### config.mk
export PLATFORM = sky130hd
export DESIGN_NAME = fft16_sample_loader
export DESIGN_NICKNAME = d
export VERILOG_FILES = /design/src/fft16_pkg.sv /design/src/fft16_sample_loader.sv
export VERILOG_INCLUDE_DIRS = /design/src /design/src/include
export SDC_FILE = /design/constraint.sdc
export NUM_CORES = 1
export LEC_CHECK = 0
export BUFFER_PORTS_ARGS = -buffer_cell sky130_fd_sc_hd__buf_4
export CAP_MARGIN = 20
export CORE_MARGIN = 2
export CORE_UTILIZATION = 52
export CTS_CLUSTER_DIAMETER = 120
export DETAILED_ROUTE_END_ITERATION = 16
export HOLD_SLACK_MARGIN = 0.05
export PLACE_DENSITY = 0.71
export SYNTH_ARGS = -nofsm -noshare
export SYNTH_HDL_FRONTEND = slang
export SYNTH_SLANG_ARGS = --single-unit
### constraint.sdc
create_clock -name clk -period 16.3 [get_ports clk]
set_clock_uncertainty 0.2 [all_clocks]
set_input_delay 4.89 -clock clk [delete_from_list [all_inputs] [get_ports clk]]
set_output_delay 4.89 -clock clk [all_outputs]
set_load 0.05 [all_outputs]
### src/include/fft16_cfg.svh
`ifndef FFT16_CFG_SVH
`define FFT16_CFG_SVH

// Frame geometry
`define FFT_N 16
`define FFT_RADIX 4

// Sample and twiddle widths
`define FFT_SAMPLE_W 16
`define FFT_TW_W 16

// Twiddles are Q1.14
`define FFT_TW_FRAC 14

// Butterfly sums need headroom over the sample width
`define FFT_ACC_W 20

// Right shift after every butterfly pass
`define FFT_PASS_SHIFT 2

`endif
### src/fft16_pkg.sv
`include "fft16_cfg.svh"

package fft16_pkg;

  //////////////////////////////
  // Scalar types
  //////////////////////////////

  typedef logic signed [`FFT_SAMPLE_W-1:0] sample_t;

  // Q1.14 twiddle component
  typedef logic signed [`FFT_TW_W-1:0] twiddle_t;

  // Internal butterfly sum
  typedef logic signed [`FFT_ACC_W-1:0] acc_t;

  //////////////////////////////
  // Grouped types
  //////////////////////////////

  // Operands or results of one radix-4 engine
  typedef sample_t [`FFT_RADIX-1:0] lane_vec_t;

  // One component of a whole frame
  typedef sample_t [`FFT_N-1:0] frame_vec_t;

  // Twiddles for positions 1 to 3, position 0 is never multiplied
  typedef twiddle_t [`FFT_RADIX-2:0] tw_lane_t;

  // Scheduler state, also picks the twiddle set
  typedef enum logic [1:0] {
    PASS_IDLE,
    PASS_ONE,
    PASS_TWO
  } pass_e;

endpackage

### src/fft16_sample_loader.sv
`timescale 1ns/100ps
`include "fft16_cfg.svh"

module fft16_sample_loader (
  input  logic                   clk,
  input  logic                   rst_n_i,
  input  fft16_pkg::sample_t     in_re_i,
  input  fft16_pkg::sample_t     in_im_i,
  output fft16_pkg::frame_vec_t  frame_re_o,
  output fft16_pkg::frame_vec_t  frame_im_o,
  output logic                   frame_ready_o
);

  localparam int CNT_W = $clog2(`FFT_N);
  localparam logic [CNT_W-1:0] LAST_IDX = CNT_W'(`FFT_N - 1);

  logic [CNT_W-1:0] cnt_q;

  // Capture bank, the last sample bypasses it
  fft16_pkg::sample_t cap_re_q [0:`FFT_N-2];
  fft16_pkg::sample_t cap_im_q [0:`FFT_N-2];

  // Free-running slot counter, frame boundary fixed by reset
  always_ff @(posedge clk or negedge rst_n_i) begin
    if (!rst_n_i) begin
      cnt_q         <= '0;
      frame_ready_o <= 1'b0;
    end else begin
      cnt_q         <= cnt_q + 1'b1;
      frame_ready_o <= (cnt_q == LAST_IDX);
    end
  end

  // Fill slots, then move the whole frame to the hold bank at index 15
  always_ff @(posedge clk) begin
    if (cnt_q != LAST_IDX) begin
      cap_re_q[cnt_q] <= in_re_i;
      cap_im_q[cnt_q] <= in_im_i;
    end else begin
      for (int i = 0; i < `FFT_N - 1; i++) begin
        frame_re_o[i] <= cap_re_q[i];
        frame_im_o[i] <= cap_im_q[i];
      end
      frame_re_o[`FFT_N-1] <= in_re_i;
      frame_im_o[`FFT_N-1] <= in_im_i;
    end
  end

  // A new frame needs a full frame period
  for (genvar k = 1; k < `FFT_N; k++) begin : g_gap_chk
    a_ready_gap : assert property (@(posedge clk) disable iff (!rst_n_i)
      frame_ready_o |-> !$past(frame_ready_o, k));
  end

endmodule

### Word-level counts from Yosys, hierarchy flattened

Memories as Yosys holds them, arrays and structs flattened. A register that Yosys moved wholly into a read port is not among the register bits.
Index checks and enable logic that the tools add are counted.

* add/subtract/negate cells: 1
* eq/ne operators: 2
* mux-type cells: 2
* reduce and logical (&&, ||, !) cells: 30

Operators with widths (count)
* $logic_not 1->1: 30
* $add 4x1->4 const B: 1
* $eq 4x4->1 const B: 1
* $ne 4x4->1 const B: 1
* $mux 1: 2

* bits in registers: 37
* memory bits (writable): 480
* bits of input ports: 34
* output and inout port bits: 513
* logic and storage cells: 41
* memories: 2

Memories
* cap_im_q: words 15, width 16, read ports 15, clocked after Yosys merged registers in 15, wr ports 1, RTL line fft16_sample_loader.sv:21 `` fft16_pkg::sample_t cap_im_q [0:`FFT_N-2]; ``
* cap_re_q: words 15, width 16, read ports 15, clocked after Yosys merged registers in 15, wr ports 1, RTL line fft16_sample_loader.sv:20 `` fft16_pkg::sample_t cap_re_q [0:`FFT_N-2]; ``

### Longest topological paths before layout

* word-level depth: 3
* depth in mapped cells: 3
* depth with buffers taken out: 3

### Worst setup path after synthesis

No wires, ideal clock.

* path kind: register to register
* start point: reg cnt_q[0]
* end point: reg frame_im_o[0] in the netlist's numbering, read port of cap_im_q (enable)
* library setup time: 0.657 ns
* arrival time: 6.641 ns
* data required time: 15.443 ns
* slack: 8.803 ns
* stages on the path, launching flop included: 3
* buffers on the path: 0
* clock period less this slack: 7.497 ns
* cells stage by stage: dfrtp_1 -> ha_1 -> and3_2

* word-level cells in the longest chain between the ends: 2

Ends and longest elaborated chain
* start, declared: RTL line fft16_sample_loader.sv:17 `logic [CNT_W-1:0] cnt_q;`
* start signal, assigned: RTL line fft16_sample_loader.sv:29 `cnt_q <= cnt_q + 1'b1;`
* $ne 4x4->1: RTL line fft16_sample_loader.sv:36 `if (cnt_q != LAST_IDX) begin`
* $logic_not 1->1 (no line)
* end, declared: RTL line fft16_sample_loader.sv:10 `output fft16_pkg::frame_vec_t frame_im_o,`

Every way passes these cells.
A chain may end at the register's enable or synchronous reset.

### Worst setup path in the final report

* start point: reg frame_re_o[31] in the netlist's numbering, read port of cap_re_q
* end point: out frame_re_o[31] in the netlist's numbering

RTL lines
* start, declared: RTL line fft16_sample_loader.sv:9 `output fft16_pkg::frame_vec_t frame_re_o,`

No word-level cell between the ends.

==> impl_metrics.yaml <==
outcome:
  status: "complete, no violations"
worst_setup_path:
  crit_path_cell_trace: "buf_4"
  crit_slowest_cell: "edfxtp_1"
  startpoint_type: "flop"
  worstSetupPathType: "reg -> out"
  critPathArrivalTime_ps: 1280
  cpPeakStageDelay_ps: 430
  worst_ep_required_time_ps: 11210
  critical_path.max_fanout: 1
  cp_top_family: "flip-flops"
  end_kind: "output port"
  path_buf_inv: 1
finish:
  n_antenna_cell: 0
  layout_commonest_cell: "edfxtp_1"
  nets: 1728
  final_cell_mix: "edfxtp_1 (992), buf_4 (565), clkbuf_16 (93), clkinv_2 (23), clkinv_1 (23)"
  fillers: 3544
  area_growth_pct: 27.4
  fin_util_pct: 66.9
  final_cells: 2530
  drive_above_1_share_pct: 40.9
detailed_routing:
  vias: 12700
  routed_wl_um: 65400
  drtAntennaViolNets: 0
  detail_route.first_pass.iterations: 5
  wl_per_cell_um: 25.8
  vias_per_cell: 5.02
  drc: 0
  drtIter0Drc: 1062
power:
  power_density_nw_per_um2: 128
  total_power_w: 0.00494
  ir_drop_mv: 0.144
  p_leak_nw: 13.4
clock_network:
  ctsRootBufferMaster: "clkbuf_16"
  cts.path.max_buffers: 3
  htreeDepth: 3
  cts_buffers: 92
  postCtsSetupBuffers: 0
  holdBufCountCts: 0
  cts_sinks: 997
  cts_resized: 0
  cts_tree: "built"
  clkTransAtPathRegs_ps: 60
  clkLatencyLatePin_ps: 630
min_path:
  min_path_type: "reg -> reg"
global_route:
  antenna_found_initial: 2
  grt_max_degree: 195
  gr-total-overflow: 0
  grt_use_total_pct: 21.6
  grt_pass1_vias: 12600
  grt_pass1_wl_um: 89900
floorplan:
  pin_count: 547
  dieWidth_um: 245
  die_h_um: 245
  rows: 88
  start_util_pct: 52.5
  die_area_sq_um: 59900
  core_area_sq_um: 57500
sta:
  rsz0062_at_grt: "false"
  setup_tns_ps: 0
  layout_setup_ws_ps: 9930
  fin_crit_ps: 6370
  hold_viol_final: 0
  maxSlewViolCount: 0
  max_freq_mhz: 157
  fin_crit_sh_pct: 39.1
  slew_headroom_pct: 16.0
  worst_slew_pin_slew_ps: 1260
  setup_viol: 0
placement:
  post-place-ws_ps: 10560
  port_buffers: 546
  dp_hpwl_um: 38300
  dp_cells: 2360
  gp_congestion: 0.782
job:
  cap_violations: 0
synth:
  ys_ff_latch: 997
  netlist_area_sq_um: 30100
  synth_nets: 1067
  synth_top_area_cell: "edfxtp_1"
  yosysUniqueCellTypes: 15
  synthTopCellsByArea: "edfxtp_1 (99%), dfrtp_1 (0.42%), ha_1 (0.21%)"
  avgSynthCellArea_sq_um: 29.3
  ys_seq_area_share_pct: 99.2
  synthCells: 1028
  yosysWarnings: 0
  netlist.area_leader.share_pct: 98.8
## power by group
part	internal [W]	switching, W	total [W]
Combinational	0.00000543	0.0000192	0.0000247
Clock	0.00122	0.000886	0.00211
Sequential	0.00280	0.00000110	0.00280
## metal layers
metal  vias up  track usage, %  routed length (um)
met5         -               0                  12
met4         2            7.42                1630
met3        86            6.41                5930
met2       632            35.0               32700
met1      6459            28.2               25200
li1       5516               -                   -
## through the flow
stage,hold slack (ps),instance area (sq um)
4_1_cts,209,38400
5_1_grt,215,38400
2_1_floorplan,200,30100
3_3_place_gp,201,35400
3_5_place_dp,205,35400
6_report,205,38400
## cells in the mapped netlist
master and count:
edfxtp_1 992, and2_1 8, dfrtp_1 5, ha_1 5
and2_2 4, nor3b_1 3, and3_2 2, inv_1 2
and2b_2 1, nand2_1 1, nand3_1 1, nor2_1 1
nor2b_2 1, xnor2_1 1, xor2_1 1
## cells by family after synthesis
kind of cell	synth area share (%)
XOR/XNOR	0.0581
adder cells (fa/ha/maj)	0.208
buffers and inverters	0.0249
flip-flops	99.2
AND/OR/NAND/NOR	0.490
## layout make-up
type	count	area (sq um)	share of cell area, %
multi-input combinational	29	256	0.668
clock inverter	66	639	1.66
tap	765	957	2.49
inverter	2	7.51	0.0195
sequential	997	29900	77.9
clock buffer	104	2370	6.16
timing repair buffer	567	4280	11.1
## path summary, 6_finish.rpt
kind | startpoint | slack (ps) | end | cells after the start
max | frame_re_o[31] | 9930 | frame_re_o[31] | 1
min | cap_im_q[10][4] | 210 | frame_im_o[164] | 0
max reg2reg | cnt_q[0] | 12210 | frame_im_o[88] | 4
min reg2reg | cap_im_q[10][4] | 210 | frame_im_o[164] | 0
max in group asynchronous | rst_n_i | 11940 | cnt_q[2] | 1
min in group asynchronous | rst_n_i | 3860 | cnt_q[1] | 1
## state kept, by name (all words and copies together) (netlist names)
| name | cells |
|---|---|
| frame_im_o | 256 |
| frame_re_o | 256 |
| cap_im_q | 240 |
| cap_re_q | 240 |
| cnt_q | 4 |
| frame_ready_o | 1 |
No activity file was read; power rests on OpenSTA's default activity.
