## src/include/fft16_cfg.svh

```systemverilog
`ifndef FFT16_CFG_SVH
`define FFT16_CFG_SVH

// Frame geometry
`define FFT_N 16
`define FFT_RADIX 4

// Sample and twiddle widths
`define FFT_SAMPLE_W 16
`define FFT_TW_W 16

// Twiddles are Q1.14
`define FFT_TW_FRAC 14

// Butterfly sums need headroom over the sample width
`define FFT_ACC_W 20

// Right shift after every butterfly pass
`define FFT_PASS_SHIFT 2

`endif
```

## src/fft16_pkg.sv

```systemverilog
`include "fft16_cfg.svh"

package fft16_pkg;

  //////////////////////////////
  // Scalar types
  //////////////////////////////

  typedef logic signed [`FFT_SAMPLE_W-1:0] sample_t;

  // Q1.14 twiddle component
  typedef logic signed [`FFT_TW_W-1:0] twiddle_t;

  // Internal butterfly sum
  typedef logic signed [`FFT_ACC_W-1:0] acc_t;

  //////////////////////////////
  // Grouped types
  //////////////////////////////

  // Operands or results of one radix-4 engine
  typedef sample_t [`FFT_RADIX-1:0] lane_vec_t;

  // One component of a whole frame
  typedef sample_t [`FFT_N-1:0] frame_vec_t;

  // Twiddles for positions 1 to 3, position 0 is never multiplied
  typedef twiddle_t [`FFT_RADIX-2:0] tw_lane_t;

  // Scheduler state, also picks the twiddle set
  typedef enum logic [1:0] {
    PASS_IDLE,
    PASS_ONE,
    PASS_TWO
  } pass_e;

endpackage

```

## src/fft16_output_serializer.sv

```systemverilog
`timescale 1ns/100ps
`include "fft16_cfg.svh"

module fft16_output_serializer (
  input  logic                  clk,
  input  logic                  rst_n_i,
  input  logic                  frame_done_i,
  input  fft16_pkg::lane_vec_t  res_re_i [0:`FFT_RADIX-1],
  input  fft16_pkg::lane_vec_t  res_im_i [0:`FFT_RADIX-1],
  output fft16_pkg::sample_t    out_re_o,
  output fft16_pkg::sample_t    out_im_o,
  output logic                  out_valid_o,
  output logic                  out_first_o
);

  localparam int IDX_W = $clog2(`FFT_N);

  fft16_pkg::frame_vec_t bank_re_q;
  fft16_pkg::frame_vec_t bank_im_q;
  logic [IDX_W-1:0]      idx_q;
  logic                  running_q;

  // Lane k1 element k2 lands in bin k1 + 4*k2
  always_ff @(posedge clk) begin
    if (frame_done_i) begin
      for (int k1 = 0; k1 < `FFT_RADIX; k1++) begin
        for (int k2 = 0; k2 < `FFT_RADIX; k2++) begin
          bank_re_q[k1 + `FFT_RADIX*k2] <= res_re_i[k1][k2];
          bank_im_q[k1 + `FFT_RADIX*k2] <= res_im_i[k1][k2];
        end
      end
    end
  end

  //////////////////////////////
  // Bin index and output stage
  //////////////////////////////

  always_ff @(posedge clk or negedge rst_n_i) begin
    if (!rst_n_i) begin
      idx_q       <= '0;
      running_q   <= 1'b0;
      out_re_o    <= '0;
      out_im_o    <= '0;
      out_valid_o <= 1'b0;
      out_first_o <= 1'b0;
    end else begin
      if (frame_done_i) begin
        idx_q     <= '0;
        running_q <= 1'b1;
      end else if (running_q) begin
        idx_q <= idx_q + 1'b1;
      end
      // Old bank is still read on the capture edge
      if (running_q) begin
        out_re_o    <= bank_re_q[idx_q];
        out_im_o    <= bank_im_q[idx_q];
        out_valid_o <= 1'b1;
        out_first_o <= (idx_q == '0);
      end
    end
  end

  // New frame may only overwrite the bank as the last bin leaves
  a_done_aligned : assert property (@(posedge clk) disable iff (!rst_n_i)
    frame_done_i |-> (!running_q || idx_q == IDX_W'(`FFT_N - 1)));

endmodule

```

## config.mk

```make
export PLATFORM = sky130hd
export DESIGN_NAME = fft16_output_serializer
export DESIGN_NICKNAME = d
export VERILOG_FILES = /design/src/fft16_pkg.sv /design/src/fft16_output_serializer.sv
export VERILOG_INCLUDE_DIRS = /design/src /design/src/include
export SDC_FILE = /design/constraint.sdc
export NUM_CORES = 1
export LEC_CHECK = 0
export ABC_CLOCK_PERIOD_IN_PS = 2900
export BUFFER_PORTS_ARGS = -buffer_cell sky130_fd_sc_hd__buf_2
export CORE_MARGIN = 1
export CORE_UTILIZATION = 25
export CTS_CLUSTER_SIZE = 24
export DETAILED_ROUTE_END_ITERATION = 6
export SETUP_SLACK_MARGIN = 0.5
export SLEW_MARGIN = 20
export SYNTH_ARGS = -nofsm -noshare
export SYNTH_HDL_FRONTEND = slang
export SYNTH_SLANG_ARGS = --single-unit
```

## constraint.sdc

```tcl
create_clock -name clk -period 2.9 [get_ports clk]
set_clock_uncertainty 0.2 [all_clocks]
set_input_delay 0.29 -clock clk [delete_from_list [all_inputs] [get_ports clk]]
set_output_delay 0.29 -clock clk [all_outputs]
set_load 0.01 [all_outputs]
```

# Yosys cells after proc, flatten, opt, wreduce, memory -nomap -nowiden
# Index checks and enable logic that the tools add are counted.
# totals
reg_bits	551
latch_bits	0
ramBits	0
rom_bits	0
inputBits	515
elab_cells	48
mem_count	0
# op_classes
n_addsub	1
multipliers	0
div_mod_pow	0
magnitude_cmp	1
n_eq_ne	0
shift	0
mux	6
bitwise_logic	0
reduce_logical	2
# ops
operator	n
16-bit binary-select mux with 4-bit select	2
16-bit two-way mux	2
4-bit two-way mux	2
4-bit by 5-bit less-than comparator with 1-bit output (second input constant)	1
4-bit by 1-bit adder with 4-bit output (second input constant)	1
4-bit logical NOT	1
2-bit nonzero test	1

# Logic depth before layout (Yosys ltp)
# logic_depth
word_depth	3
ltp_mapped	8
ltp_nobuf	4

# Worst setup path after synthesis
# No wires, ideal clock.
# synth_path
kind	flip-flop to flip-flop
from	reg idx_q[0]
to	reg out_im_o[0]
setup_ps	119
t_arrival_ps	1700
required_time_ps	2581
setup_slack_ps	881
stages_incl_launch_ff	7
path_cell_list	dfrtp_1 > buf_6 > buf_2 > mux4_2 > mux2_2 > a21oi_1 > nand2_1
# synth_via
elab_chain_len	2
# synth_rtl
item	line	rtl
start, declared	fft16_output_serializer.sv:20	logic [IDX_W-1:0] idx_q;
start signal, assigned	fft16_output_serializer.sv:52	idx_q <= idx_q + 1'b1;
16-bit binary-select mux with 4-bit select	fft16_output_serializer.sv:57	out_im_o <= bank_im_q[idx_q];
16-bit two-way mux (not written as such)	fft16_output_serializer.sv:57	
end signal, assigned	fft16_output_serializer.sv:57	
end, declared	fft16_output_serializer.sv:11	output fft16_pkg::sample_t out_im_o,
# No other way between the ends. The select of a mux whose other input is x is not followed.
# A chain may end at the register's enable or synchronous reset.

# Final worst setup path
# layout_path
from	reg idx_q[0]
to	reg out_im_o[13]
# The elaborated chain is that of the path after synthesis.

==> impl_metrics.tcl <==
set metrics [dict create \
    status "finished clean" \
    cap_violations 0 \
    grt_pass1_vias 16485 \
    critPathMaxFanout 6 \
    worstSetupPathType "register to register" \
    tns_ps 0 \
    dieArea_um2 85300 \
    cts_tree "done" \
    synth-edff-count 512 \
    drt_iter0_drc 888 \
    cpMostUsedCell "buf_4" \
    cts_inserted_buffers 61 \
    nFillCells 7425 \
    finalHoldViolations 0 \
    worst_path_max_delay_cell "mux4_2" \
    ys_ff_latch 551 \
    drc 0 \
    clock-root-buffer "clkbuf_16" \
    worstPathCellList "buf_4 > buf_4 > mux4_2 > mux2_2 > a21oi_1 > nand2_1" \
    p_leak_nw 12.8 \
    initial_utilization_pct 25.2 \
    fin_area_um2 32900 \
    place_inst 2697 \
    grt_pass1_wl_um 103000 \
    rsz0062_at_grt "yes" \
    fmax_mhz 430 \
    vias 14748 \
    drt-total-wl_um 71900 \
    async_flop_share_pct 7.08 \
    clkSinkCount 551 \
    final_cells 3344 \
    fin_nets 2718 \
    firstDrtPassIters 6 \
    io_buffers 548 \
    syn_area_um2 21000 \
    yosys.area.top_type "edfxtp_1" \
    detail-route-antenna-nets 0 \
    synthFlopType "edfxtp_1" \
    yosysWarnings 0 \
    die_width_um 292 \
    synth_area_leaders "edfxtp_1 73%, mux4_2 6.9%, mux2i_1 6.1%, dfrtp_1 4.6%, mux2_2 1.7%" \
    setup_viol 0 \
    syn_inst 1084 \
    synth_fa_ha_area_share_pct 0.119 \
    clock_path_buffers 3 \
    synth_top_family_by_area "multiplexers" \
    rows 106 \
    power.density_nw_per_um2 624 \
    synth_compound_area_share_pct 2.71 \
    synth-simple-area-share_pct 3.20 \
    cp.arrival_ps 2610 \
    core-area_um2 83400 \
    syn-num-nets 1601 \
    dp_hpwl_um 46100 \
    routed_via_density 4.41 \
    worst_slack_ps 575 \
    muxShareOfSynthArea_pct 14.7 \
    crit_family "multiplexers" \
    cp_num_buf_inv 2 \
    grt.overflow.total 0 \
    globalplace.congestion 0.852 \
    path_clk_slew_ps 70 \
    htreeDepth 2 \
    synthDistinctLibCells 23 \
    dpl_cell_area_um2 25500 \
    clock_latency_ps 610 \
    track_usage_pct 16.4 \
    synth-xor-area-share_pct 0.125 \
    post_drt_wl_per_cell_um 21.5 \
    r2r_slack_ps 580 \
    critPathLaunchType "register" \
    finalMaxSlewViolations 0 \
    cp-end-kind "register" \
    grt_start_max_net_pins 79 \
    area_growth_syn_to_layout_pct 56.3 \
    ys_seq_area_share_pct 77.7 \
    antenna_found_initial 11 \
    synth_top_area_share_pct 73.1 \
    required_ps 3190 \
    worstMarginPinSlew_ps 833 \
    period_needed_ps 2320 \
    relSlewSlack_pct 44.5 \
    io_pins 549 \
    vdd_drop_max_mv 0.498 \
    syn_area_per_cell_um2 19.4 \
    slowest_delay_ps 550 \
    hold_path_class "input pin to async pin" \
    min_period_over_period_pct 80.2 \
    die_y_um 292 \
    pre_cts_slack_ps 178 \
    layout-drive-gt1-share_pct 36.1 \
]
## cell usage after synthesis, drive strengths merged (2+ instances only)
library cell / n
a21oi: 64
a22oi: 32
buf: 27
clkbuf: 33
dfrtp: 39
edfxtp: 512
ha: 2
inv: 3
mux2: 32
mux2i: 129
mux4: 64
nand2: 67
nand3: 33
nor2: 5
nor2b: 35
or2: 2
xor2: 2
## through the flow
step	hold WS (ps)	utilization [%]	power, mW
after CTS	24.3	39.3	20.6
final	28.3	39.4	20.5
after floorplan	-206	-	10.6
after global routing	38.0	39.4	21.2
after global placement	163	30.5	11.7
after detailed placement	146	30.5	11.8
## routing by layer
layer  share of wire [%]  global-route usage, %  vias up  wire length [µm]
met5               0.011                      0        -                 8
met4                 3.1                   6.17        2              2200
met3                 6.1                   3.43      156              4410
met2                  51                   28.9      632             36700
met1                  40                   19.6     7397             28600
li1                    -                      -     6561                 -
## state kept, by name (all words and copies together), names as in the netlist
signal / flops
bank_im_q: 256
bank_re_q: 256
out_im_o: 16
out_re_o: 16
idx_q: 4
out_first_o: 1
out_valid_o: 1
running_q: 1
## cells in the final DEF (no fill, tap or decap), types with 3 or more instances in the layout
master,n
clkinv_1,7
bufinv_16,9
mux4_2,64
nor2b_4,3
inv_1,3
clkinv_2,12
clkbuf_16,63
a22oi_1,32
clkinvlp_4,4
buf_4,32
nand2_1,66
mux2_2,32
inv_6,5
a21oi_1,62
clkbuf_1,6
diode_2,10
dlygate4sd3_1,513
clkbuf_8,4
nor2b_1,32
nor2_1,4
buf_12,18
buf_2,547
nand3_1,33
edfxtp_1,512
dfrtp_1,35
clkinv_4,4
mux2i_1,129
## cell type report
cell class	count	area, µm²	area share [%]
sequential	551	16400	49.8
timing repair buffer	1114	8550	26.0
multi-input combinational	470	4440	13.5
clock buffer	73	1650	5.03
tap	1080	1350	4.11
clock inverter	43	488	1.48
antenna	10	25.0	0.0761
inverter	3	11.3	0.0342
## final timing paths
path	start	endpoint	cells past startpoint
setup reg to reg	idx_q[0]	out_im_o[13]	6
hold / removal	rst_n_i	out_im_o[4]	2
setup / recovery	idx_q[0]	out_im_o[13]	6
hold reg to reg	out_valid_o	out_valid_o	1
min in group clk	frame_done_i	bank_im_q[134]	1
max in group asynchronous	rst_n_i	idx_q[2]	3
## where the power goes
part	switching, mW	internal, mW	leakage (nW)
registers	0.305	9.45	5.46
clock network	3.36	4.89	1.05
logic	1.11	1.41	6.25
## cells by family after synthesis
kind of cell             after synthesis
multiplexers                         225
buffers and inverters                 63
flip-flops                           551
adder cells (fa/ha/maj)                2
AND/OR/NAND/NOR                      143
XOR/XNOR                               3
AO/OA/AOI/OAI                         97
## repair_timing
item	CTS	global route
hold buffers	513	0
pin swaps	1	0
buffers inserted	4	4
setup endpoints to repair	14	11
gates resized for setup	2	4
hold endpoints to repair	551	0
Note: power is estimated with default switching activity, not from simulation.
