<file path="src/include/fft16_cfg.svh">
`ifndef FFT16_CFG_SVH
`define FFT16_CFG_SVH

// Frame geometry
`define FFT_N 16
`define FFT_RADIX 4

// Sample and twiddle widths
`define FFT_SAMPLE_W 16
`define FFT_TW_W 16

// Twiddles are Q1.14
`define FFT_TW_FRAC 14

// Butterfly sums need headroom over the sample width
`define FFT_ACC_W 20

// Right shift after every butterfly pass
`define FFT_PASS_SHIFT 2

`endif
</file>
<file path="src/fft16_pkg.sv">
`include "fft16_cfg.svh"

package fft16_pkg;

  //////////////////////////////
  // Scalar types
  //////////////////////////////

  typedef logic signed [`FFT_SAMPLE_W-1:0] sample_t;

  // Q1.14 twiddle component
  typedef logic signed [`FFT_TW_W-1:0] twiddle_t;

  // Internal butterfly sum
  typedef logic signed [`FFT_ACC_W-1:0] acc_t;

  //////////////////////////////
  // Grouped types
  //////////////////////////////

  // Operands or results of one radix-4 engine
  typedef sample_t [`FFT_RADIX-1:0] lane_vec_t;

  // One component of a whole frame
  typedef sample_t [`FFT_N-1:0] frame_vec_t;

  // Twiddles for positions 1 to 3, position 0 is never multiplied
  typedef twiddle_t [`FFT_RADIX-2:0] tw_lane_t;

  // Scheduler state, also picks the twiddle set
  typedef enum logic [1:0] {
    PASS_IDLE,
    PASS_ONE,
    PASS_TWO
  } pass_e;

endpackage

</file>
<file path="src/fft16_pass_sched.sv">
`timescale 1ns/100ps
`include "fft16_cfg.svh"

module fft16_pass_sched (
  input  logic                   clk,
  input  logic                   rst_n_i,
  input  logic                   frame_ready_i,
  input  fft16_pkg::frame_vec_t  frame_re_i,
  input  fft16_pkg::frame_vec_t  frame_im_i,
  input  fft16_pkg::lane_vec_t   res_re_i [0:`FFT_RADIX-1],
  input  fft16_pkg::lane_vec_t   res_im_i [0:`FFT_RADIX-1],
  output fft16_pkg::lane_vec_t   opa_re_o [0:`FFT_RADIX-1],
  output fft16_pkg::lane_vec_t   opa_im_o [0:`FFT_RADIX-1],
  output fft16_pkg::pass_e       pass_o,
  output logic                   frame_done_o
);

  fft16_pkg::pass_e pass_q;

  //////////////////////////////
  // Pass FSM
  //////////////////////////////

  always_ff @(posedge clk or negedge rst_n_i) begin
    if (!rst_n_i) begin
      pass_q       <= fft16_pkg::PASS_IDLE;
      frame_done_o <= 1'b0;
    end else begin
      // Pass-two results are on the engine outputs one cycle later
      frame_done_o <= (pass_q == fft16_pkg::PASS_TWO);
      case (pass_q)
        fft16_pkg::PASS_IDLE: begin
          if (frame_ready_i) begin
            pass_q <= fft16_pkg::PASS_ONE;
          end
        end
        fft16_pkg::PASS_ONE: pass_q <= fft16_pkg::PASS_TWO;
        default:             pass_q <= fft16_pkg::PASS_IDLE;
      endcase
    end
  end

  assign pass_o = pass_q;

  //////////////////////////////
  // Operand select
  //////////////////////////////

  // Pass one gathers column n2, pass two feeds back the transpose
  always_comb begin
    for (int l = 0; l < `FFT_RADIX; l++) begin
      for (int p = 0; p < `FFT_RADIX; p++) begin
        if (pass_q == fft16_pkg::PASS_TWO) begin
          opa_re_o[l][p] = res_re_i[p][l];
          opa_im_o[l][p] = res_im_i[p][l];
        end else begin
          opa_re_o[l][p] = frame_re_i[`FFT_RADIX*p + l];
          opa_im_o[l][p] = frame_im_i[`FFT_RADIX*p + l];
        end
      end
    end
  end

  a_two_after_one : assert property (@(posedge clk) disable iff (!rst_n_i)
    pass_q == fft16_pkg::PASS_TWO |-> $past(pass_q) == fft16_pkg::PASS_ONE);

  // Loader period must cover both passes
  a_ready_when_idle : assert property (@(posedge clk) disable iff (!rst_n_i)
    frame_ready_i |-> pass_q == fft16_pkg::PASS_IDLE);

endmodule

</file>
<file path="config.mk">
export PLATFORM = sky130hd
export DESIGN_NAME = fft16_pass_sched
export DESIGN_NICKNAME = d
export VERILOG_FILES = /design/src/fft16_pkg.sv /design/src/fft16_pass_sched.sv
export VERILOG_INCLUDE_DIRS = /design/src /design/src/include
export SDC_FILE = /design/constraint.sdc
export NUM_CORES = 1
export LEC_CHECK = 0
export ABC_AREA = 1
export BUFFER_PORTS_ARGS = -buffer_cell sky130_fd_sc_hd__buf_2
export CAP_MARGIN = 10
export CORE_AREA = 3 3 605 607
export DETAILED_ROUTE_END_ITERATION = 6
export DIE_AREA = 0 0 608 610
export PLACE_DENSITY_LB_ADDON = 0.3
export SLEW_MARGIN = 0
export SYNTH_ARGS = -nofsm -noshare
export SYNTH_HDL_FRONTEND = slang
export SYNTH_SLANG_ARGS = --single-unit
</file>
<file path="constraint.sdc">
create_clock -name clk -period 1 [get_ports clk]
set_input_delay 0.05 -clock clk [delete_from_list [all_inputs] [get_ports clk]]
set_output_delay 0.05 -clock clk [all_outputs]
set_load 0.01 [all_outputs]
</file>
[Word level (Yosys, flattened, before mapping)]
Cells that the tools add are included.
Word-level totals
  flip-flop bits (word level): 3
  input bits: 1027
  output and inout bits: 515
Cells by class
  equality and inequality tests: 3
  reductions and logical operators: 1
  muxes and demuxes: 34
Operator list (number)
  two-way mux 16 bit: 32
  case mux 2 bit (2 select lines): 1
  equality test 2 x 1 -> 1 bit (second input constant): 1
  equality test 2 bit (second input constant): 1
  logical NOT 2 bit: 1
  two-way mux 2 bit: 1
  != test 2 bit (second input constant): 1

[Longest topological paths before layout]
Gate-level depths: netlist (run 1).
  depth in word-level cells: 2
  gate-level depth with buffers: 6
  depth with buffers taken out: 4

[Least setup slack after synthesis (run 1)]
No wires, ideal clock.
  kind: register to output
  start point: reg pass_q[0], in the netlist pass_o[0]
  end point: out opa_im_o[100] in the netlist's numbering
  arrival time: 1.177 ns
  slack: -0.227 ns
  required time: 0.950 ns
  stages on the path, launching flop included: 6
  cells stage by stage: dfrtp_1 > inv_2 > clkbuf_1 > buf_2 > nand3_1 > nand2_1
RTL lines
  start, declared: RTL line fft16_pass_sched.sv:18  | fft16_pkg::pass_e pass_q;
  start signal, assigned: RTL line fft16_pass_sched.sv:26  | pass_q <= fft16_pkg::PASS_IDLE;
  start signal, assigned: RTL line fft16_pass_sched.sv:34  | pass_q <= fft16_pkg::PASS_ONE;
  start signal, assigned: RTL line fft16_pass_sched.sv:37  | fft16_pkg::PASS_ONE: pass_q <= fft16_pkg::PASS_TWO;
  end, declared: RTL line fft16_pass_sched.sv:13  | output fft16_pkg::lane_vec_t opa_im_o [0:`FFT_RADIX-1],

==> reports/summary.md, run 1 <==
The run finished, with violations left. The final reports fail on setup timing. The multi-input combinational cell area is 9050 µm², and the clock latency of the later-clocked register in the worst-skew pair is 0.23 ns. The synthesized-area fraction occupied by ao, oa, aoi and oai cells works out to 0. The logs give 0 for the count of final hold-check violations and 1.90 ns for the worst path arrival time. In the layout the commonest cells are 1286 x sky130_fd_sc_hd__buf_2, 483 x sky130_fd_sc_hd__nand3_1, 459 x sky130_fd_sc_hd__nand2_1.

The final-report max-slew violation count is 0, and the path depth of the worst reg2reg path is 5. The tools report the maximum vdd drop as 0.000280 V. Kind of start point of the critical path: a flop. After synthesis, the cell types taking the most area are sky130_fd_sc_hd__nand2_1 52%, sky130_fd_sc_hd__nand3_1 35%, sky130_fd_sc_hd__buf_2 10%, sky130_fd_sc_hd__dfrtp_1 1.0%, sky130_fd_sc_hd__buf_4 0.61%.

The synthesized cell area is 7360 µm², and the number of distinct library cells after synthesis is 12. The logs give 0.103 ns for the final hold slack and 3 for the clock sink count. The total iterations of the first detailed-routing run is 5, and the met2 track demand over resource is 0.296. The initialized floorplan defines 221 standard-cell rows.

TritonCTS built the clock tree. The initial cell density of the core was 0.0203; the number of antenna violations at the first check in global routing was 523. The delay of the slowest cell on the worst path was 0.53 ns; the layout overhead on the synthesized area was 304%.

Along the worst hold path, the cell count comes to 2. The post-synthesis simple-gate area fraction is 0.874, and the number of standard cells in the layout, taps in and fillers out is 8286. Vias per cell: 2.66. The run gives 0.0102 as the sequential share of the synthesized area. The signal on the critical path passes through nand2_8 -> buf_12 -> buf_16 -> buf_12 -> clkbuf_16 -> nand2_2 -> nand2_2 -> buf_6. For the area taken by flip-flops and latches, the log shows 80.1 µm². Across all layers, the routed design uses 22000 vias.

The run gives 1617 as the iteration-0 DRC count of the detailed router. Among cell families on the critical path, the largest total delay comes from buffers and inverters. Setup repair after global routing could not meet its margin everywhere.

The logs give 43100 for the count of fill cells added during filler insertion and 517 for the final setup violation count. The critical path is of the reg -> out type. For the worst-case setup margin in the final layout, the log shows -0.947 ns.

The highest clock rate is 513 MHz, and the share of cells above drive strength 1 is 0.721. The run gives 2 as the deepest clock path buffer count. Clock-pin slew was measured on the worst setup and hold paths at 0.03 ns. The logs give 0.0845 for the met3 track demand over resource and 0.00121 ns for the clock skew after layout. The congestion estimate from routability-driven global placement came to 0.965. Measured along the x axis, the die boundary spans 608 µm. The run gives 13.9 nW as the leakage power of the design. The path class of the tightest hold or removal check is in -> reg. After synthesis, the largest family of logic cells by area is simple AND/OR/NAND/NOR gates.

The mux share of post-synthesis cell area works out to 0. For this run, design rule violations remaining after detail routing come to 0. Endpoint kind of the worst setup timing path: an output pin.

The die is 610 µm tall. For this design, the slowest cell found on the critical path is sky130_fd_sc_hd__dfrtp_4. Across the run, the number of max-cap violations was 0. For flop-to-flop paths, the worst setup slack is -0.17 ns. The core region is 362000 µm². The post-route clock period utilization was 1.95. The run gives 1713 as the number of standard cells after synthesis. The final-stage net count is 4421, and the average detailed-routed wire length per instance is 39.7 µm. The net count of the mapped netlist is 2740, and the synthesized-area fraction occupied by xor and xnor cells is 0. The tools report the total placed cells including tap cells as 8092. The worst relative slew slack is 0.692.

TritonCTS created 3 clock buffers. For the placed wire-length estimate, the log shows 305 mm. Wires add up to 329 mm.

The total global-route track usage was 0.166. Data on the critical path is required at its endpoint by 0.95 ns. met2 is the most crowded layer.

The tree is rooted in a sky130_fd_sc_hd__clkbuf_16. Share of Yosys cell area claimed by the top area cell type: 0.523. Power spread over the standard cell area amounts to 986 nW/µm².

The most common library cell in the layout ignoring fill and taps is sky130_fd_sc_hd__buf_2. The mean instance size in the synthesized netlist was 4.29 µm²; the buffer and inverter count on the worst path was 5. The biggest fanout along the worst timing path works out to 8.

The floorplan die area was 371000 µm². The transition time at the pin with the least slew margin is 0.461 ns, and the number of nets with antenna violations after detailed routing is 0. In this run the number of cells on the critical path is 8.

Global routing finished with a remaining overflow of 0. Largest area contributor in the synthesized netlist: sky130_fd_sc_hd__nand2_1. Flip-flop and latch count after synthesis: 3. Via count of the first global-routing pass: 20400. The fraction of the mapped netlist area in adder cells works out to 0. During synthesis, Yosys emitted a total of 0 warnings. The I/O pin count is 1542, and the largest net degree at the start of global routing is 56. The count of port buffers added during placement was 1541. Number of levels in the clock H-tree: 1. The wire length of the first global-routing pass is 368 mm, and the clock period minus worst slack is 1.95 ns. Global-route met1 utilization: 0.179.
==> worst paths after layout <==
kind,end,from
worst max register to register,pass_o[1],pass_o[0]
max in group asynchronous,pass_o[1],rst_n_i
worst max-delay path,opa_im_o[118],pass_o[1]
min in group asynchronous,pass_o[1],rst_n_i
worst min register to register,pass_o[0],pass_o[0]
worst min-delay path,pass_o[0],frame_ready_i
==> metrics by stage <==
| step | instance area [µm²] | power (mW) | TNS, ns | worst slack [ns] | utilization |
|---|---|---|---|---|---|
| after global placement | 24600 | 24.3 | -342.39 | -1.32 | 0.0680 |
| final | 29700 | 29.3 | -417.95 | -0.947 | 0.0822 |
| after CTS | 26600 | 27.0 | -448.09 | -0.998 | 0.0734 |
| after floorplan | 8470 | 7.64 | -67.98 | -0.136 | - |
| after detailed placement | 24600 | 24.1 | -341.78 | -1.32 | 0.0680 |
| after global routing | 29600 | 31.4 | -452.04 | -0.978 | 0.0819 |
==> cell type report <==
cell class              instances  area share
repair buffers               1845       0.480
multi-input cells            1539       0.304
well taps                    4794       0.202
diodes                         99     0.00833
flip-flops and latches          3     0.00269
clock buffers                   4     0.00265
inverters                       2    0.000673
==> kinds of logic after synthesis <==
| kind of cell | count (synthesis) |
|---|---|
| flip-flops | 3 |
| AND/OR/NAND/NOR | 1539 |
| buffers and inverters | 171 |
==> cell usage after synthesis <==
master                     count
sky130_fd_sc_hd__inv_1         1
sky130_fd_sc_hd__inv_2         1
sky130_fd_sc_hd__buf_4         6
sky130_fd_sc_hd__nand2_1    1024
sky130_fd_sc_hd__buf_2       150
sky130_fd_sc_hd__nor2_1        1
sky130_fd_sc_hd__nor3b_1       1
sky130_fd_sc_hd__buf_1         3
sky130_fd_sc_hd__nand3_1     512
sky130_fd_sc_hd__dfrtp_1       3
sky130_fd_sc_hd__clkbuf_1     10
sky130_fd_sc_hd__nand2_4       1
==> sequential cells by signal, indices dropped and copies added (netlist names) <==
name          count
pass_o            2
frame_done_o      1
==> per-layer routing <==
metal  vias up  routed length [µm]
li1       9005                   -
met1     10200              120000
met2      1867              160000
met3       851               39200
met4       146                8330
met5         -                 997
==> power by group <==
part	internal (mW)	leakage, nW	switching [mW]
Combinational	11.4	13.8	17.1
Sequential	0.142	0.0363	0.0293
Clock	0.526	0.0388	0.107
==> repair_timing <==
| item | in CTS | in global routing |
|---|---|---|
| cloned | 9 | 25 |
| hold endpoints to repair | 3 | 0 |
| setup buffers | 23 | 37 |
| hold buffers | 1 | 0 |
| pin swaps | 23 | 51 |
| gates resized for setup | 321 | 573 |
| setup endpoints to repair | 517 | 517 |
(Power assumes the default switching activity.)
==> inputs of run 2 (changes only) <==
--- a/config.mk
+++ b/config.mk
@@ -6,12 +6,12 @@
 export SDC_FILE = /design/constraint.sdc
 export NUM_CORES = 1
 export LEC_CHECK = 0
-export ABC_AREA = 1
+export ABC_AREA = 0
 export BUFFER_PORTS_ARGS = -buffer_cell sky130_fd_sc_hd__buf_2
 export CAP_MARGIN = 10
-export CORE_AREA = 3 3 605 607
+export CORE_AREA = 3 3 596 598
 export DETAILED_ROUTE_END_ITERATION = 6
-export DIE_AREA = 0 0 608 610
+export DIE_AREA = 0 0 599 601
 export PLACE_DENSITY_LB_ADDON = 0.3
 export SLEW_MARGIN = 0
 export SYNTH_ARGS = -nofsm -noshare
==> reports/summary.md, run 2 <==
The run finished, with violations left. The final reports fail on setup timing. The post-route DRC violation count was 0 (unchanged); the iteration-0 DRC count of the detailed router was 952 (-41%). Number of standard cells after synthesis: 575 (-66%).

The synthesized-area fraction occupied by xor and xnor cells was 0 (unchanged); the total wire length was 276 mm (-16%). The largest net degree at the start of global routing is 67 (+20%), and the worst-case setup margin in the final layout is -1.11 ns (-0.164 ns). Worst path arrival time: 2.06 ns (+0.16 ns).

The signal on the critical path passes through nor2b_4 -> buf_6 -> buf_16 -> buf_16 -> mux2_4 -> buf_2. The final core utilization was 0.0657 (-0.0166). The clock latency of the later-clocked register in the worst-skew pair was 0.24 ns (about the same); the clock skew after layout was 0.0102 ns (+0.00902 ns). The biggest fanout along the worst timing path came out at 14 (+6). The number of warning messages in the yosys log came out at 0 (unchanged).

Setup repair after global routing could not meet its margin everywhere. The share of Yosys cell area claimed by the top area cell type came out at 0.808 (+0.285). The mean instance size in the synthesized netlist was 15.2 µm² (+250%); the count of final hold-check violations was 0 (unchanged). The floorplan die width was 599 µm (-1.5%).

The endpoint kind of the worst setup timing path is an output pin. The number of nets with antenna violations after detailed routing was 0 (unchanged). The final-stage net count came out at 3179 (-28%). Most common library cell in the layout ignoring fill and taps: sky130_fd_sc_hd__buf_2. The remaining global-route overflow is 0 (unchanged). The path class of the lowest-slack min-delay path is in -> reg. The number of antenna violations at the first check in global routing was 504 (-3.6%); the post-synthesis async set-or-reset flop share was 1.00 (unchanged).

The tools report the final setup violation count as 514 (-0.58%). The tools report the placed wire-length estimate as 269 mm (-12%). The worst setup path is launched from a flop.

The buffer and inverter count on the worst path was 4 (-1); the maximum vdd drop was 0.000344 V (+23%). The delay of the slowest cell on the worst path was 0.40 ns (-0.13 ns); the net count of the mapped netlist was 1602 (-42%). The number of enable-type register cells in the synthesized netlist is 0 (unchanged). Cell with the most instances after synthesis: sky130_fd_sc_hd__mux2_4. The largest delay contributor family on the critical path is buffers and inverters. The total iterations of the first detailed-routing run came out at 5 (unchanged).

The synthesized cell area is 8720 µm² (+19%). The highest clock rate is 474 MHz (-7.8%). The tools report the area of the core region as 350000 µm² (-3.3%). The floorplan die area is 360000 µm² (-2.9%), and the layout overhead on the synthesized area is 163%. The synthesized-area fraction occupied by ao, oa, aoi and oai cells came out at 0 (unchanged).

The site row count is 217 (-1.8%). For this design, the slowest cell found on the critical path is sky130_fd_sc_hd__dfrtp_1. The flip-flop and latch count after synthesis works out to 3 (unchanged). The sum of negative setup slack was -504.46 ns (-86.50 ns); the initial cell density of the core was 0.0249 (+0.00460). The deepest clock path buffer count is 2 (unchanged). The transition time at the pin with the least slew margin is 0.518 ns (+0.0569 ns). For the max-cap check violation count, the log shows 0 (unchanged). The average detailed-routed wire length per instance was 40.6 µm (+2.3%). The die span in y is 601 µm (-1.5%), and the sequential share of the synthesized area is 0.00861 (-0.00160).

Dominant register cell in the synthesized netlist: sky130_fd_sc_hd__dfrtp_1. Final-report max-slew violation count: 0 (unchanged). For the number of distinct library cells after synthesis, the log shows 8 (-4).

Ratio of total power to cell area: 795 nW/µm² (-19%). After synthesis, the most frequently instantiated cells are 469 x sky130_fd_sc_hd__mux2_4, 53 x sky130_fd_sc_hd__buf_12, 43 x sky130_fd_sc_hd__mux2_2. The worst setup path category was reg -> out. The tools report the I/O pin count as 1542 (unchanged). The via count of the first global-routing pass is 12900 (-37%). The worst relative slew slack came out at 0.657 (-0.0348).

Of all cell types, the one taking the most synthesized area is sky130_fd_sc_hd__mux2_4. The logs give 10.5 nW (-25%) for the leakage power of the design and 1 (unchanged) for the number of levels in the clock H-tree. The number of flip-flops in the largest register came out at 2 (unchanged).

After synthesis, the largest family of logic cells by area is multiplexers. Total placed cells including tap cells: 6738 (-17%). The clock sink count was 3 (unchanged).

The clock-pin slew on the worst setup and hold paths came out at 0.03 ns (about the same). The tools report the cell at the root of the clock tree as sky130_fd_sc_hd__clkbuf_16. TritonCTS built the clock tree. The multi-input combinational cell area came out at 7580 µm² (-16%). The clock period minus worst slack works out to 2.11 ns (+0.164 ns). The wire length of the first global-routing pass came out at 305 mm (-17%). The fraction of the mapped netlist area in adder cells works out to 0 (unchanged). The overall power is 18.3 mW (-38%). Sorting the synthesized cells by area gives the leading types as sky130_fd_sc_hd__mux2_4 81%, sky130_fd_sc_hd__buf_12 12%, sky130_fd_sc_hd__mux2_2 5.6%, sky130_fd_sc_hd__dfrtp_1 0.86%, sky130_fd_sc_hd__buf_4 0.34%. The mux share of post-synthesis cell area was 0.863 (+0.863); the total global-route track usage was 0.147 (-0.0196). The tools report the count of fill cells added during filler insertion as 41400 (-3.9%). In the layout the commonest cells are 1496 x sky130_fd_sc_hd__buf_2, 475 x sky130_fd_sc_hd__mux2_4, 55 x sky130_fd_sc_hd__buf_4. Post-synthesis simple-gate area fraction: 0.00316 (-0.871). The share of cells above drive strength 1 is 0.997 (+0.276).

The logs give 6801 (-18%) for the number of standard cells in the layout, taps in and fillers out and 1.09 (+13%) for the final RePlAce weighted congestion. The post-route clock period utilization is 2.11 (+0.164). The vias per cell works out to 2.17 (-18%). For the total CTS buffers, the log shows 3 (unchanged). The logs give 14700 (-33%) for the count of vias placed by the detailed router and 75.1 µm² (-6.3%) for the area taken by flip-flops and latches.

Required arrival time at the worst endpoint: 0.95 ns (about the same). The cell with the most instances on the worst path is sky130_fd_sc_hd__buf_16. The count of port buffers added during placement is 1541 (unchanged).
run 2: cell count changes in the layout (fill, tap and decap cells not counted), moves of 21 or more:
| cell | before | now |
|---|---|---|
| sky130_fd_sc_hd__nand3_1 | 483 | 0 |
| sky130_fd_sc_hd__mux2_4 | 0 | 475 |
| sky130_fd_sc_hd__nand2_1 | 459 | 0 |
| sky130_fd_sc_hd__nand2_2 | 416 | 0 |
| sky130_fd_sc_hd__buf_2 | 1286 | 1496 |
| sky130_fd_sc_hd__buf_6 | 167 | 17 |
| sky130_fd_sc_hd__nand2_4 | 121 | 0 |
| sky130_fd_sc_hd__buf_12 | 153 | 46 |
| sky130_fd_sc_hd__buf_4 | 162 | 55 |
| sky130_fd_sc_hd__diode_2 | 99 | 51 |
| sky130_fd_sc_hd__mux2_2 | 0 | 37 |
| sky130_fd_sc_hd__nand2_8 | 29 | 0 |
| sky130_fd_sc_hd__buf_16 | 30 | 8 |
| sky130_fd_sc_hd__nand3_2 | 21 | 0 |
run 2: cell type report:
type                    count  share of cell area
multi-input cells         515               0.330
well taps                4599               0.251
clock buffers               4             0.00343
flip-flops and latches      3             0.00327
diodes                     51             0.00556
repair buffers           1629               0.407
run 2: timing repair:
| action | 4_1_cts | 5_1_grt |
|---|---|---|
| endpoints found under the hold margin | 3 | 0 |
| setup buffers | 2 | 1 |
| pin swaps | 0 | 0 |
| gates resized for setup | 51 | 15 |
| hold buffers | 1 | 0 |
| setup endpoints to repair | 514 | 515 |
| gates cloned | 2 | 2 |
run 2: cell families (layout without fill, tap and decap cells):
family                 Yosys count  count (layout)
buffers and inverters           57            1633
DFF                              3               3
other                            0              51
muxes                          512             512
and+or+nand+nor                  3               3
run 2: metal layers:
metal	up-vias	track usage	routed length, µm
li1	5413	-	-
met1	6679	0.158	97900
met2	1763	0.266	138000
met3	746	0.0719	34300
met4	148	0.0117	5220
met5	-	0	1000
run 2: through the flow:
step | hold slack, ns | worst slack, ns | cell area (µm²)
detailed placement | -0.103 | -0.923 | 22400
global placement | -0.104 | -0.915 | 22400
finish | 0.0997 | -1.11 | 23000
CTS | 0.104 | -1.10 | 22700
global route | 0.112 | -1.16 | 22900
floorplan | -0.246 | -0.410 | 8730
run 2: worst register-to-register path, delay by kind of cell, from the launching register on:
kind                   cells  cell delay, ns
AND/OR/NAND/NOR            1            0.17
buffers and inverters      2            0.53
flip-flops                 1            0.40
run 2: final timing paths:
kind | startpoint | endpoint | slack, ns | cells after the start
max reg2reg | pass_o[0] | frame_done_o | -0.19 | 3
min | frame_ready_i | pass_o[0] | 0.1 | 2
max | pass_o[0] | opa_im_o[228] | -1.11 | 6
min in group asynchronous | rst_n_i | frame_done_o | 0.26 | 2
min reg2reg | pass_o[1] | pass_o[1] | 0.56 | 2
max in group asynchronous | rst_n_i | pass_o[0] | 0.57 | 2
run 2: report_power, final:
group | switching (mW) | internal, mW | total, mW | leakage, nW
sequential | 0.00960 | 0.137 | 0.147 | 0.0391
clock | 0.173 | 0.532 | 0.705 | 0.0385
combinational | 9.35 | 8.06 | 17.4 | 10.4
